### src/logic/tcm_defs.svh
/*
 TCM subsystem widths and memory map.
 Shared by the package, the bus interface, the router and the top level.
 */

`ifndef TCM_DEFS_SVH
`define TCM_DEFS_SVH

`define TCM_ADDR_W 32
`define TCM_DATA_W 32
`define TCM_ID_W   2
`define TCM_CNT_W  4

// bank windows, sizes in bytes
`define ITCM_BASE 32'h0000_0000
`define ITCM_SIZE 32'h0000_1000
`define DTCM_BASE 32'h1000_0000
`define DTCM_SIZE 32'h0000_1000

`endif

### src/logic/tcm_pkg.sv
/*
 TCM subsystem types.
 Address, data, id, strobe and counter types plus the bank FSM states.
 */

`default_nettype none

`include "tcm_defs.svh"

package tcm_pkg;

    typedef logic [`TCM_ADDR_W-1:0]   tcm_addr_t;
    typedef logic [`TCM_DATA_W-1:0]   tcm_data_t;
    typedef logic [`TCM_ID_W-1:0]     tcm_id_t;
    typedef logic [`TCM_DATA_W/8-1:0] tcm_strb_t;
    typedef logic [`TCM_CNT_W-1:0]    tcm_cnt_t;

    // one transaction at a time per bank
    typedef enum logic [1:0] {bank_idle, bank_rd_resp, bank_wr_resp} bank_state_e;

endpackage

`default_nettype wire

### src/logic/tcm_bus_if.sv
/*
 TCM bank bus.
 Read address, read data, combined write address/data and write response
 channels between the router and one memory bank.
 */

`timescale 1ns/1ps
`default_nettype none

`include "tcm_defs.svh"

interface tcm_bus_if;

    logic                ar_valid;
    logic                ar_ready;
    tcm_pkg::tcm_addr_t  ar_addr;
    tcm_pkg::tcm_id_t    ar_id;
    logic                r_valid;
    logic                r_ready;
    tcm_pkg::tcm_data_t  r_data;
    tcm_pkg::tcm_id_t    r_id;
    // write carries address and data in one beat
    logic                aw_valid;
    logic                aw_ready;
    tcm_pkg::tcm_addr_t  aw_addr;
    tcm_pkg::tcm_id_t    aw_id;
    tcm_pkg::tcm_data_t  w_data;
    tcm_pkg::tcm_strb_t  w_strb;
    logic                b_valid;
    logic                b_ready;
    tcm_pkg::tcm_id_t    b_id;

    modport router (
        output ar_valid, ar_addr, ar_id, r_ready,
        output aw_valid, aw_addr, aw_id, w_data, w_strb, b_ready,
        input  ar_ready, r_valid, r_data, r_id, aw_ready, b_valid, b_id
    );

    modport bank (
        input  ar_valid, ar_addr, ar_id, r_ready,
        input  aw_valid, aw_addr, aw_id, w_data, w_strb, b_ready,
        output ar_ready, r_valid, r_data, r_id, aw_ready, b_valid, b_id
    );

endinterface

`default_nettype wire

### src/logic/tcm_outstanding_cnt.sv
/*
 Outstanding transaction counter.
 Counts requests accepted on one master/bank/direction path whose
 response has not yet been taken.
 */

`timescale 1ns/1ps
`default_nettype none

module tcm_outstanding_cnt (
    input  wire               clk,
    input  wire               rst_n,
    input  wire               inc,
    input  wire               dec,
    output logic              busy,
    output tcm_pkg::tcm_cnt_t count
);

    always_ff @(posedge clk) begin
        if (!rst_n) begin
            count <= '0;
        end else if (inc && !dec) begin
            count <= count + 1'b1;
        end else if (dec && !inc) begin
            count <= count - 1'b1;
        end
        // inc and dec together leave the count as it is
    end

    assign busy = (count != '0);

endmodule

`default_nettype wire

### src/logic/tcm_router.sv
/*
 TCM request router.
 Decodes master addresses onto the ITCM and DTCM windows, arbitrates
 the ITCM read channel with m1 first, and steers responses back using
 per-path outstanding counters.
 */

`timescale 1ns/1ps
`default_nettype none

`include "tcm_defs.svh"

module tcm_router (
    input  wire                     clk,
    input  wire                     rst_n,
    input  wire                     m0_ar_valid,
    output logic                    m0_ar_ready,
    input  wire tcm_pkg::tcm_addr_t m0_ar_addr,
    input  wire tcm_pkg::tcm_id_t   m0_ar_id,
    output logic                    m0_r_valid,
    input  wire                     m0_r_ready,
    output tcm_pkg::tcm_data_t      m0_r_data,
    output tcm_pkg::tcm_id_t        m0_r_id,
    input  wire                     m1_ar_valid,
    output logic                    m1_ar_ready,
    input  wire tcm_pkg::tcm_addr_t m1_ar_addr,
    input  wire tcm_pkg::tcm_id_t   m1_ar_id,
    output logic                    m1_r_valid,
    input  wire                     m1_r_ready,
    output tcm_pkg::tcm_data_t      m1_r_data,
    output tcm_pkg::tcm_id_t        m1_r_id,
    input  wire                     m1_aw_valid,
    output logic                    m1_aw_ready,
    input  wire tcm_pkg::tcm_addr_t m1_aw_addr,
    input  wire tcm_pkg::tcm_id_t   m1_aw_id,
    input  wire tcm_pkg::tcm_data_t m1_w_data,
    input  wire tcm_pkg::tcm_strb_t m1_w_strb,
    output logic                    m1_b_valid,
    input  wire                     m1_b_ready,
    output tcm_pkg::tcm_id_t        m1_b_id,
    tcm_bus_if.router               itcm,
    tcm_bus_if.router               dtcm
);

    logic m0_ar_itcm, m1_ar_itcm, m1_ar_dtcm, m1_aw_itcm, m1_aw_dtcm;
    logic m0_grant, m1_itcm_rd_req;
    logic m0_itcm_rd_busy, m1_itcm_rd_busy, m1_dtcm_rd_busy;
    logic m1_itcm_wr_busy, m1_dtcm_wr_busy;

    // wraps below base, so one compare covers both bounds
    function automatic logic in_window(tcm_pkg::tcm_addr_t addr, tcm_pkg::tcm_addr_t base,
                                       tcm_pkg::tcm_addr_t size);
        return (addr - base) < size;
    endfunction

    assign m0_ar_itcm = in_window(m0_ar_addr, `ITCM_BASE, `ITCM_SIZE);
    assign m1_ar_itcm = in_window(m1_ar_addr, `ITCM_BASE, `ITCM_SIZE);
    assign m1_ar_dtcm = in_window(m1_ar_addr, `DTCM_BASE, `DTCM_SIZE);
    assign m1_aw_itcm = in_window(m1_aw_addr, `ITCM_BASE, `ITCM_SIZE);
    assign m1_aw_dtcm = in_window(m1_aw_addr, `DTCM_BASE, `DTCM_SIZE);

    // m0 only gets the ITCM read channel when m1 is not asking for it
    assign m1_itcm_rd_req = m1_ar_valid && m1_ar_itcm;
    assign m0_grant       = !m1_itcm_rd_req;

    assign itcm.ar_valid = m1_itcm_rd_req || (m0_ar_valid && m0_ar_itcm);
    assign itcm.ar_addr  = m1_itcm_rd_req ? m1_ar_addr : m0_ar_addr;
    assign itcm.ar_id    = m1_itcm_rd_req ? m1_ar_id : m0_ar_id;
    assign dtcm.ar_valid = m1_ar_valid && m1_ar_dtcm;
    assign dtcm.ar_addr  = m1_ar_addr;
    assign dtcm.ar_id    = m1_ar_id;

    // unmapped addresses never see ready
    assign m0_ar_ready = m0_ar_itcm && m0_grant && itcm.ar_ready;
    assign m1_ar_ready = (m1_ar_itcm && itcm.ar_ready) || (m1_ar_dtcm && dtcm.ar_ready);

    assign itcm.aw_valid = m1_aw_valid && m1_aw_itcm;
    assign dtcm.aw_valid = m1_aw_valid && m1_aw_dtcm;
    assign itcm.aw_addr  = m1_aw_addr;
    assign dtcm.aw_addr  = m1_aw_addr;
    assign itcm.aw_id    = m1_aw_id;
    assign dtcm.aw_id    = m1_aw_id;
    assign itcm.w_data   = m1_w_data;
    assign dtcm.w_data   = m1_w_data;
    assign itcm.w_strb   = m1_w_strb;
    assign dtcm.w_strb   = m1_w_strb;
    assign m1_aw_ready   = (m1_aw_itcm && itcm.aw_ready) || (m1_aw_dtcm && dtcm.aw_ready);

    // read responses
    assign m0_r_valid = itcm.r_valid && m0_itcm_rd_busy;
    assign m0_r_data  = itcm.r_data;
    assign m0_r_id    = itcm.r_id;
    assign m1_r_valid = m1_itcm_rd_busy ? itcm.r_valid : (dtcm.r_valid && m1_dtcm_rd_busy);
    assign m1_r_data  = m1_itcm_rd_busy ? itcm.r_data : dtcm.r_data;
    assign m1_r_id    = m1_itcm_rd_busy ? itcm.r_id : dtcm.r_id;

    assign itcm.r_ready = (m0_r_ready && m0_itcm_rd_busy) || (m1_r_ready && m1_itcm_rd_busy);
    assign dtcm.r_ready = m1_r_ready && m1_dtcm_rd_busy && !m1_itcm_rd_busy;

    // write responses, chosen the same way
    assign m1_b_valid   = m1_itcm_wr_busy ? itcm.b_valid : (dtcm.b_valid && m1_dtcm_wr_busy);
    assign m1_b_id      = m1_itcm_wr_busy ? itcm.b_id : dtcm.b_id;
    assign itcm.b_ready = m1_b_ready && m1_itcm_wr_busy;
    assign dtcm.b_ready = m1_b_ready && m1_dtcm_wr_busy && !m1_itcm_wr_busy;

    tcm_outstanding_cnt m0_itcm_rd_cnt (
        .clk(clk), .rst_n(rst_n), .inc(m0_ar_valid && m0_ar_ready),
        .dec(m0_r_valid && m0_r_ready), .busy(m0_itcm_rd_busy), .count()
    );
    tcm_outstanding_cnt m1_itcm_rd_cnt (
        .clk(clk), .rst_n(rst_n), .inc(m1_itcm_rd_req && itcm.ar_ready),
        .dec(itcm.r_valid && m1_r_ready && m1_itcm_rd_busy), .busy(m1_itcm_rd_busy), .count()
    );
    tcm_outstanding_cnt m1_dtcm_rd_cnt (
        .clk(clk), .rst_n(rst_n), .inc(dtcm.ar_valid && dtcm.ar_ready),
        .dec(dtcm.r_valid && dtcm.r_ready), .busy(m1_dtcm_rd_busy), .count()
    );
    tcm_outstanding_cnt m1_itcm_wr_cnt (
        .clk(clk), .rst_n(rst_n), .inc(itcm.aw_valid && itcm.aw_ready),
        .dec(itcm.b_valid && itcm.b_ready), .busy(m1_itcm_wr_busy), .count()
    );
    tcm_outstanding_cnt m1_dtcm_wr_cnt (
        .clk(clk), .rst_n(rst_n), .inc(dtcm.aw_valid && dtcm.aw_ready),
        .dec(dtcm.b_valid && dtcm.b_ready), .busy(m1_dtcm_wr_busy), .count()
    );

endmodule

`default_nettype wire

### src/flat_wrapper.sv
// flat-port wrapper written by rule: the top's interface ports become plain ports
module tcm_router_flat 
  (clk, rst_n, m0_ar_valid, m0_ar_ready, m0_ar_addr, m0_ar_id, m0_r_valid, m0_r_ready, m0_r_data, m0_r_id, m1_ar_valid, m1_ar_ready, m1_ar_addr, m1_ar_id, m1_r_valid, m1_r_ready, m1_r_data, m1_r_id, m1_aw_valid, m1_aw_ready, m1_aw_addr, m1_aw_id, m1_w_data, m1_w_strb, m1_b_valid, m1_b_ready, m1_b_id, itcm_ar_valid, itcm_ar_addr, itcm_ar_id, itcm_r_ready, itcm_aw_valid, itcm_aw_addr, itcm_aw_id, itcm_w_data, itcm_w_strb, itcm_b_ready, itcm_ar_ready, itcm_r_valid, itcm_r_data, itcm_r_id, itcm_aw_ready, itcm_b_valid, itcm_b_id, dtcm_ar_valid, dtcm_ar_addr, dtcm_ar_id, dtcm_r_ready, dtcm_aw_valid, dtcm_aw_addr, dtcm_aw_id, dtcm_w_data, dtcm_w_strb, dtcm_b_ready, dtcm_ar_ready, dtcm_r_valid, dtcm_r_data, dtcm_r_id, dtcm_aw_ready, dtcm_b_valid, dtcm_b_id);
  tcm_bus_if itcm_i ();
  tcm_bus_if dtcm_i ();
  input  wire clk;
  input  wire rst_n;
  input  wire m0_ar_valid;
  output logic m0_ar_ready;
  input  wire tcm_pkg::tcm_addr_t m0_ar_addr;
  input  wire tcm_pkg::tcm_id_t m0_ar_id;
  output logic m0_r_valid;
  input  wire m0_r_ready;
  output tcm_pkg::tcm_data_t m0_r_data;
  output tcm_pkg::tcm_id_t m0_r_id;
  input  wire m1_ar_valid;
  output logic m1_ar_ready;
  input  wire tcm_pkg::tcm_addr_t m1_ar_addr;
  input  wire tcm_pkg::tcm_id_t m1_ar_id;
  output logic m1_r_valid;
  input  wire m1_r_ready;
  output tcm_pkg::tcm_data_t m1_r_data;
  output tcm_pkg::tcm_id_t m1_r_id;
  input  wire m1_aw_valid;
  output logic m1_aw_ready;
  input  wire tcm_pkg::tcm_addr_t m1_aw_addr;
  input  wire tcm_pkg::tcm_id_t m1_aw_id;
  input  wire tcm_pkg::tcm_data_t m1_w_data;
  input  wire tcm_pkg::tcm_strb_t m1_w_strb;
  output logic m1_b_valid;
  input  wire m1_b_ready;
  output tcm_pkg::tcm_id_t m1_b_id;
  output wire logic [$bits(itcm_i.ar_valid)-1:0] itcm_ar_valid;
  output wire logic [$bits(itcm_i.ar_addr)-1:0] itcm_ar_addr;
  output wire logic [$bits(itcm_i.ar_id)-1:0] itcm_ar_id;
  output wire logic [$bits(itcm_i.r_ready)-1:0] itcm_r_ready;
  output wire logic [$bits(itcm_i.aw_valid)-1:0] itcm_aw_valid;
  output wire logic [$bits(itcm_i.aw_addr)-1:0] itcm_aw_addr;
  output wire logic [$bits(itcm_i.aw_id)-1:0] itcm_aw_id;
  output wire logic [$bits(itcm_i.w_data)-1:0] itcm_w_data;
  output wire logic [$bits(itcm_i.w_strb)-1:0] itcm_w_strb;
  output wire logic [$bits(itcm_i.b_ready)-1:0] itcm_b_ready;
  input wire logic [$bits(itcm_i.ar_ready)-1:0] itcm_ar_ready;
  input wire logic [$bits(itcm_i.r_valid)-1:0] itcm_r_valid;
  input wire logic [$bits(itcm_i.r_data)-1:0] itcm_r_data;
  input wire logic [$bits(itcm_i.r_id)-1:0] itcm_r_id;
  input wire logic [$bits(itcm_i.aw_ready)-1:0] itcm_aw_ready;
  input wire logic [$bits(itcm_i.b_valid)-1:0] itcm_b_valid;
  input wire logic [$bits(itcm_i.b_id)-1:0] itcm_b_id;
  output wire logic [$bits(dtcm_i.ar_valid)-1:0] dtcm_ar_valid;
  output wire logic [$bits(dtcm_i.ar_addr)-1:0] dtcm_ar_addr;
  output wire logic [$bits(dtcm_i.ar_id)-1:0] dtcm_ar_id;
  output wire logic [$bits(dtcm_i.r_ready)-1:0] dtcm_r_ready;
  output wire logic [$bits(dtcm_i.aw_valid)-1:0] dtcm_aw_valid;
  output wire logic [$bits(dtcm_i.aw_addr)-1:0] dtcm_aw_addr;
  output wire logic [$bits(dtcm_i.aw_id)-1:0] dtcm_aw_id;
  output wire logic [$bits(dtcm_i.w_data)-1:0] dtcm_w_data;
  output wire logic [$bits(dtcm_i.w_strb)-1:0] dtcm_w_strb;
  output wire logic [$bits(dtcm_i.b_ready)-1:0] dtcm_b_ready;
  input wire logic [$bits(dtcm_i.ar_ready)-1:0] dtcm_ar_ready;
  input wire logic [$bits(dtcm_i.r_valid)-1:0] dtcm_r_valid;
  input wire logic [$bits(dtcm_i.r_data)-1:0] dtcm_r_data;
  input wire logic [$bits(dtcm_i.r_id)-1:0] dtcm_r_id;
  input wire logic [$bits(dtcm_i.aw_ready)-1:0] dtcm_aw_ready;
  input wire logic [$bits(dtcm_i.b_valid)-1:0] dtcm_b_valid;
  input wire logic [$bits(dtcm_i.b_id)-1:0] dtcm_b_id;
  assign itcm_ar_valid = itcm_i.ar_valid;
  assign itcm_ar_addr = itcm_i.ar_addr;
  assign itcm_ar_id = itcm_i.ar_id;
  assign itcm_r_ready = itcm_i.r_ready;
  assign itcm_aw_valid = itcm_i.aw_valid;
  assign itcm_aw_addr = itcm_i.aw_addr;
  assign itcm_aw_id = itcm_i.aw_id;
  assign itcm_w_data = itcm_i.w_data;
  assign itcm_w_strb = itcm_i.w_strb;
  assign itcm_b_ready = itcm_i.b_ready;
  assign itcm_i.ar_ready = itcm_ar_ready;
  assign itcm_i.r_valid = itcm_r_valid;
  assign itcm_i.r_data = itcm_r_data;
  assign itcm_i.r_id = itcm_r_id;
  assign itcm_i.aw_ready = itcm_aw_ready;
  assign itcm_i.b_valid = itcm_b_valid;
  assign itcm_i.b_id = itcm_b_id;
  assign dtcm_ar_valid = dtcm_i.ar_valid;
  assign dtcm_ar_addr = dtcm_i.ar_addr;
  assign dtcm_ar_id = dtcm_i.ar_id;
  assign dtcm_r_ready = dtcm_i.r_ready;
  assign dtcm_aw_valid = dtcm_i.aw_valid;
  assign dtcm_aw_addr = dtcm_i.aw_addr;
  assign dtcm_aw_id = dtcm_i.aw_id;
  assign dtcm_w_data = dtcm_i.w_data;
  assign dtcm_w_strb = dtcm_i.w_strb;
  assign dtcm_b_ready = dtcm_i.b_ready;
  assign dtcm_i.ar_ready = dtcm_ar_ready;
  assign dtcm_i.r_valid = dtcm_r_valid;
  assign dtcm_i.r_data = dtcm_r_data;
  assign dtcm_i.r_id = dtcm_r_id;
  assign dtcm_i.aw_ready = dtcm_aw_ready;
  assign dtcm_i.b_valid = dtcm_b_valid;
  assign dtcm_i.b_id = dtcm_b_id;
  tcm_router u_core (.clk(clk), .rst_n(rst_n), .m0_ar_valid(m0_ar_valid), .m0_ar_ready(m0_ar_ready), .m0_ar_addr(m0_ar_addr), .m0_ar_id(m0_ar_id), .m0_r_valid(m0_r_valid), .m0_r_ready(m0_r_ready), .m0_r_data(m0_r_data), .m0_r_id(m0_r_id), .m1_ar_valid(m1_ar_valid), .m1_ar_ready(m1_ar_ready), .m1_ar_addr(m1_ar_addr), .m1_ar_id(m1_ar_id), .m1_r_valid(m1_r_valid), .m1_r_ready(m1_r_ready), .m1_r_data(m1_r_data), .m1_r_id(m1_r_id), .m1_aw_valid(m1_aw_valid), .m1_aw_ready(m1_aw_ready), .m1_aw_addr(m1_aw_addr), .m1_aw_id(m1_aw_id), .m1_w_data(m1_w_data), .m1_w_strb(m1_w_strb), .m1_b_valid(m1_b_valid), .m1_b_ready(m1_b_ready), .m1_b_id(m1_b_id), .itcm(itcm_i), .dtcm(dtcm_i));
endmodule
### config.mk
export PLATFORM = sky130hd
export DESIGN_NAME = tcm_router_flat
export DESIGN_NICKNAME = d
export VERILOG_FILES = /design/src/logic/tcm_pkg.sv /design/src/logic/tcm_bus_if.sv /design/src/logic/tcm_outstanding_cnt.sv /design/src/logic/tcm_router.sv /design/src/flat_wrapper.sv
export VERILOG_INCLUDE_DIRS = /design/src /design/src/logic
export SDC_FILE = /design/constraint.sdc
export NUM_CORES = 1
export LEC_CHECK = 0
export ABC_AREA = 1
export BUFFER_PORTS_ARGS = -buffer_cell sky130_fd_sc_hd__buf_2
export CAP_MARGIN = 20
export CORE_AREA = 4 4 199 201
export DETAILED_ROUTE_END_ITERATION = 10
export DIE_AREA = 0 0 203 205
export HOLD_SLACK_MARGIN = 0.08
export PLACE_DENSITY = 0.4
export SKIP_LAST_GASP = 1
export SLEW_MARGIN = 20
export SYNTH_ARGS = -nofsm -noshare
export SYNTH_HDL_FRONTEND = slang
export SYNTH_SLANG_ARGS = --single-unit
export TNS_END_PERCENT = 100
### constraint.sdc
create_clock -name clk -period 6.1 [get_ports clk]
set_input_delay 0.61 -clock clk [delete_from_list [all_inputs] [get_ports clk]]
set_output_delay 0.61 -clock clk [all_outputs]
set_load 0.03 [all_outputs]
==> flow_summary.json <==
{
  "dieArea_mm2": 0.0416,
  "overflow": 0,
  "netSwitchingPower_mw": 0.529,
  "final_cell_area_mm2": 0.00515,
  "area_growth_pct": 21.7,
  "antenna_found_initial": 6,
  "seqPwrFrac": 0.158,
  "dpl.hpwl_mm": 19.7,
  "synth_area_mm2": 0.00424,
  "io_pins": 518,
  "synthTopCellsByArea": "buf_4, nand2_1, dfxtp_1",
  "die_w_um": 203,
  "finalMaxSlewViolations": 0,
  "clkTransAtPathRegs_ns": 0.06,
  "port_buffers": 367,
  "rows": 71,
  "fillCellCount": 4464,
  "crit_path_top_delay_cell": "nor2_4",
  "crit_fanout": 15,
  "cts_made_buffers": 3,
  "synth_fp_nets": 964,
  "p_int_mw": 0.407,
  "hold_class": "reg2reg",
  "finalClockSkew_ns": 0.000561,
  "maxCapViolCount": 0,
  "dp_slack_ns": 2.85,
  "placed_cell_area_mm2": 0.00508,
  "leakage_nw": 3.00,
  "swShare": 0.565,
  "worst_slack_ns": 3.14,
  "yosys.area.top_type": "buf_4",
  "most-common-layout-cells": "buf_2, nand2_1, nor2_1, inv_1, nand3_1",
  "status": "complete, no violations",
  "timing.critical_path.buf_inv": 3,
  "power_mw": 0.936,
  "max_stage_delay_ns": 0.33,
  "clk_latency_ns": 0.25,
  "start_kind": "input port",
  "final-hold-violation-count": 0,
  "endpoint_kind": "flip-flop",
  "syn-instance-count": 718,
  "tns_ns": 0,
  "setup_viol": 0,
  "grt_max_degree": 38,
  "arrival_ns": 3.14,
  "drc_errors": 0,
  "cts_resized": 0,
  "drt-pass1-iter-count": 4,
  "met1_length_mm": 7.45,
  "yosysWarnings": 0,
  "via_per_inst": 3.29,
  "layout_commonest_cell": "buf_2",
  "fin_util": 0.137,
  "dp.cells": 1375,
  "fin_cells": 1379,
  "synth_top_cell_area_share": 0.372,
  "crit_path_cell_trace": "buf_2 > nor2_1 > nand2_1 > nor2_2 > inv_2 > nor2_4 > nand2_1 > nor2_1 > ha_1 > inv_1 > ha_1 > or2_2 > nand2_1 > nand2_1 > nand2_1 > nand2_1 > a21oi_1",
  "synth_edf_count": 0,
  "initial_utilization": 0.113,
  "ys_seq_area_frac": 0.0945,
  "clkPwrFrac": 0.146,
  "rsz0062_at_grt": "no",
  "tritoncts": "yes",
  "synthFlopType": "dfxtp_1",
  "place.gp.congestion": 0.831,
  "netlist-cell-type-count": 29,
  "maxSlewHeadroom": 0.610,
  "worst_pin_slew_ns": 0.585,
  "cp_common_cell": "nand2_1",
  "core_mm2": 0.0376,
  "grt_usage": 0.0938,
  "ant_nets": 0,
  "dr.max_layer_used": "met5",
  "synthArstFlopShare": 0,
  "vias": 4531,
  "max_freq_mhz": 338,
  "die_h_um": 205,
  "drive_gt1_frac": 0.446,
  "worst-setup-path-type": "in2reg",
  "cts_max_level": 1,
  "cts_num_sinks": 20,
  "finalCritPeriodShare": 0.485,
  "cts_setup_buffers": 0,
  "cts_root_buf": "clkbuf_16",
  "post-route-min-period_ns": 2.96,
  "critPathRequiredTime_ns": 6.28,
  "crit_family": "simple AND/OR/NAND/NOR gates",
  "num-nets-final": 1115,
  "grt_pass1_wl_mm": 29.0,
  "ys_ff_latch": 20,
  "p_comb_frac": 0.696,
  "clk_path_buf_depth": 2,
  "peakVddDrop_uv": 81.0,
  "routed_wl_mm": 21.8,
  "syn_avg_cell_area_um2": 5.90,
  "hold_ws_ns": 0.481,
  "hold_buffers": 0,
  "wl_met2_mm": 10.6,
  "grt_pass1_vias": 4353,
  "power_density_mw_per_mm2": 182,
  "dr_wl_met3_mm": 3.17,
  "wl_per_cell_um": 15.8,
  "initialDrtViolationCount": 264
}
## state kept, by name (all words and copies together), names as in the netlist
name / flops
u_core.m1_itcm_wr_cnt.count: 4
u_core.m1_itcm_rd_cnt.count: 4
u_core.m1_dtcm_wr_cnt.count: 4
u_core.m0_itcm_rd_cnt.count: 4
u_core.m1_dtcm_rd_cnt.count: 4
## worst reg2reg max path, cell delays in order (launching register included)
cell and delay (ns):
dfxtp_1 0.43, nor2_1 0.09, nand3_2 0.09, buf_4 0.41, nand3_1 0.21, ha_1 0.24, inv_1 0.12, ha_1 0.27
or2_2 0.32, nand2_1 0.07, nand2_1 0.04, nand2_1 0.05, nand2_1 0.05, a21oi_1 0.10
## cells by family (layout without fill, tap and decap cells)
kind of cell	count (synthesis)	count (layout)	synth area share
simple gates	351	351	0.339
flops	20	20	0.0945
buf+inv	291	440	0.450
xor+xnor	5	5	0.0103
other cells	0	1	0
fa+ha+maj	20	20	0.0679
compound gates	31	31	0.0378
## routing by layer
layer / global-route usage / up-vias
li1: - / 2265
met1: 0.0979 / 1926
met2: 0.164 / 297
met3: 0.0540 / 37
met4: 0.0221 / 6
met5: 0 / -
## synth_stat cells (all sizes together) (2+ instances only)
cell	number
buf	218
nand2	214
nor2	93
inv	67
nand3	32
dfxtp	20
o21ai	17
ha	15
a21oi	12
or2	6
fa	5
xor2	5
clkbuf	4
nand4	4
clkinv	2
## power groups by stage
stage	sequential [mW]	clock [mW]	combinational (mW)
finish	0.148	0.136	0.652
global route	0.150	0.151	0.709
CTS	0.148	0.146	0.663
detailed placement	0.151	0	0.660
global placement	0.151	0	0.664
floorplan	0.149	0	0.581
## final cells by class
type / instances / area (um2) / area share
Clock buffer: 3 / 75.1 / 0.0146
Timing Repair Buffer: 368 / 1840 / 0.358
Inverter: 69 / 260 / 0.0505
Antenna cell: 1 / 2.50 / 0.000485
Tap cell: 511 / 639 / 0.124
Sequential cell: 20 / 400 / 0.0777
Multi-Input combinational cell: 407 / 1930 / 0.375
## final timing paths
kind	from	depth (start not counted)	to	slack, ns
min	u_core.m1_dtcm_rd_cnt.count[3]$_SDFFE_PN0P_	2	u_core.m1_dtcm_rd_cnt.count[3]$_SDFFE_PN0P_	0.48
max	m1_ar_addr[30]	17	u_core.m1_itcm_rd_cnt.count[3]$_SDFFE_PN0P_	3.14
min reg2reg	u_core.m1_dtcm_rd_cnt.count[3]$_SDFFE_PN0P_	2	u_core.m1_dtcm_rd_cnt.count[3]$_SDFFE_PN0P_	0.48
max reg2reg	u_core.m1_itcm_rd_cnt.count[0]$_SDFFE_PN0P_	13	u_core.m1_itcm_rd_cnt.count[3]$_SDFFE_PN0P_	3.54
Note: power is estimated with default switching activity, not from simulation.
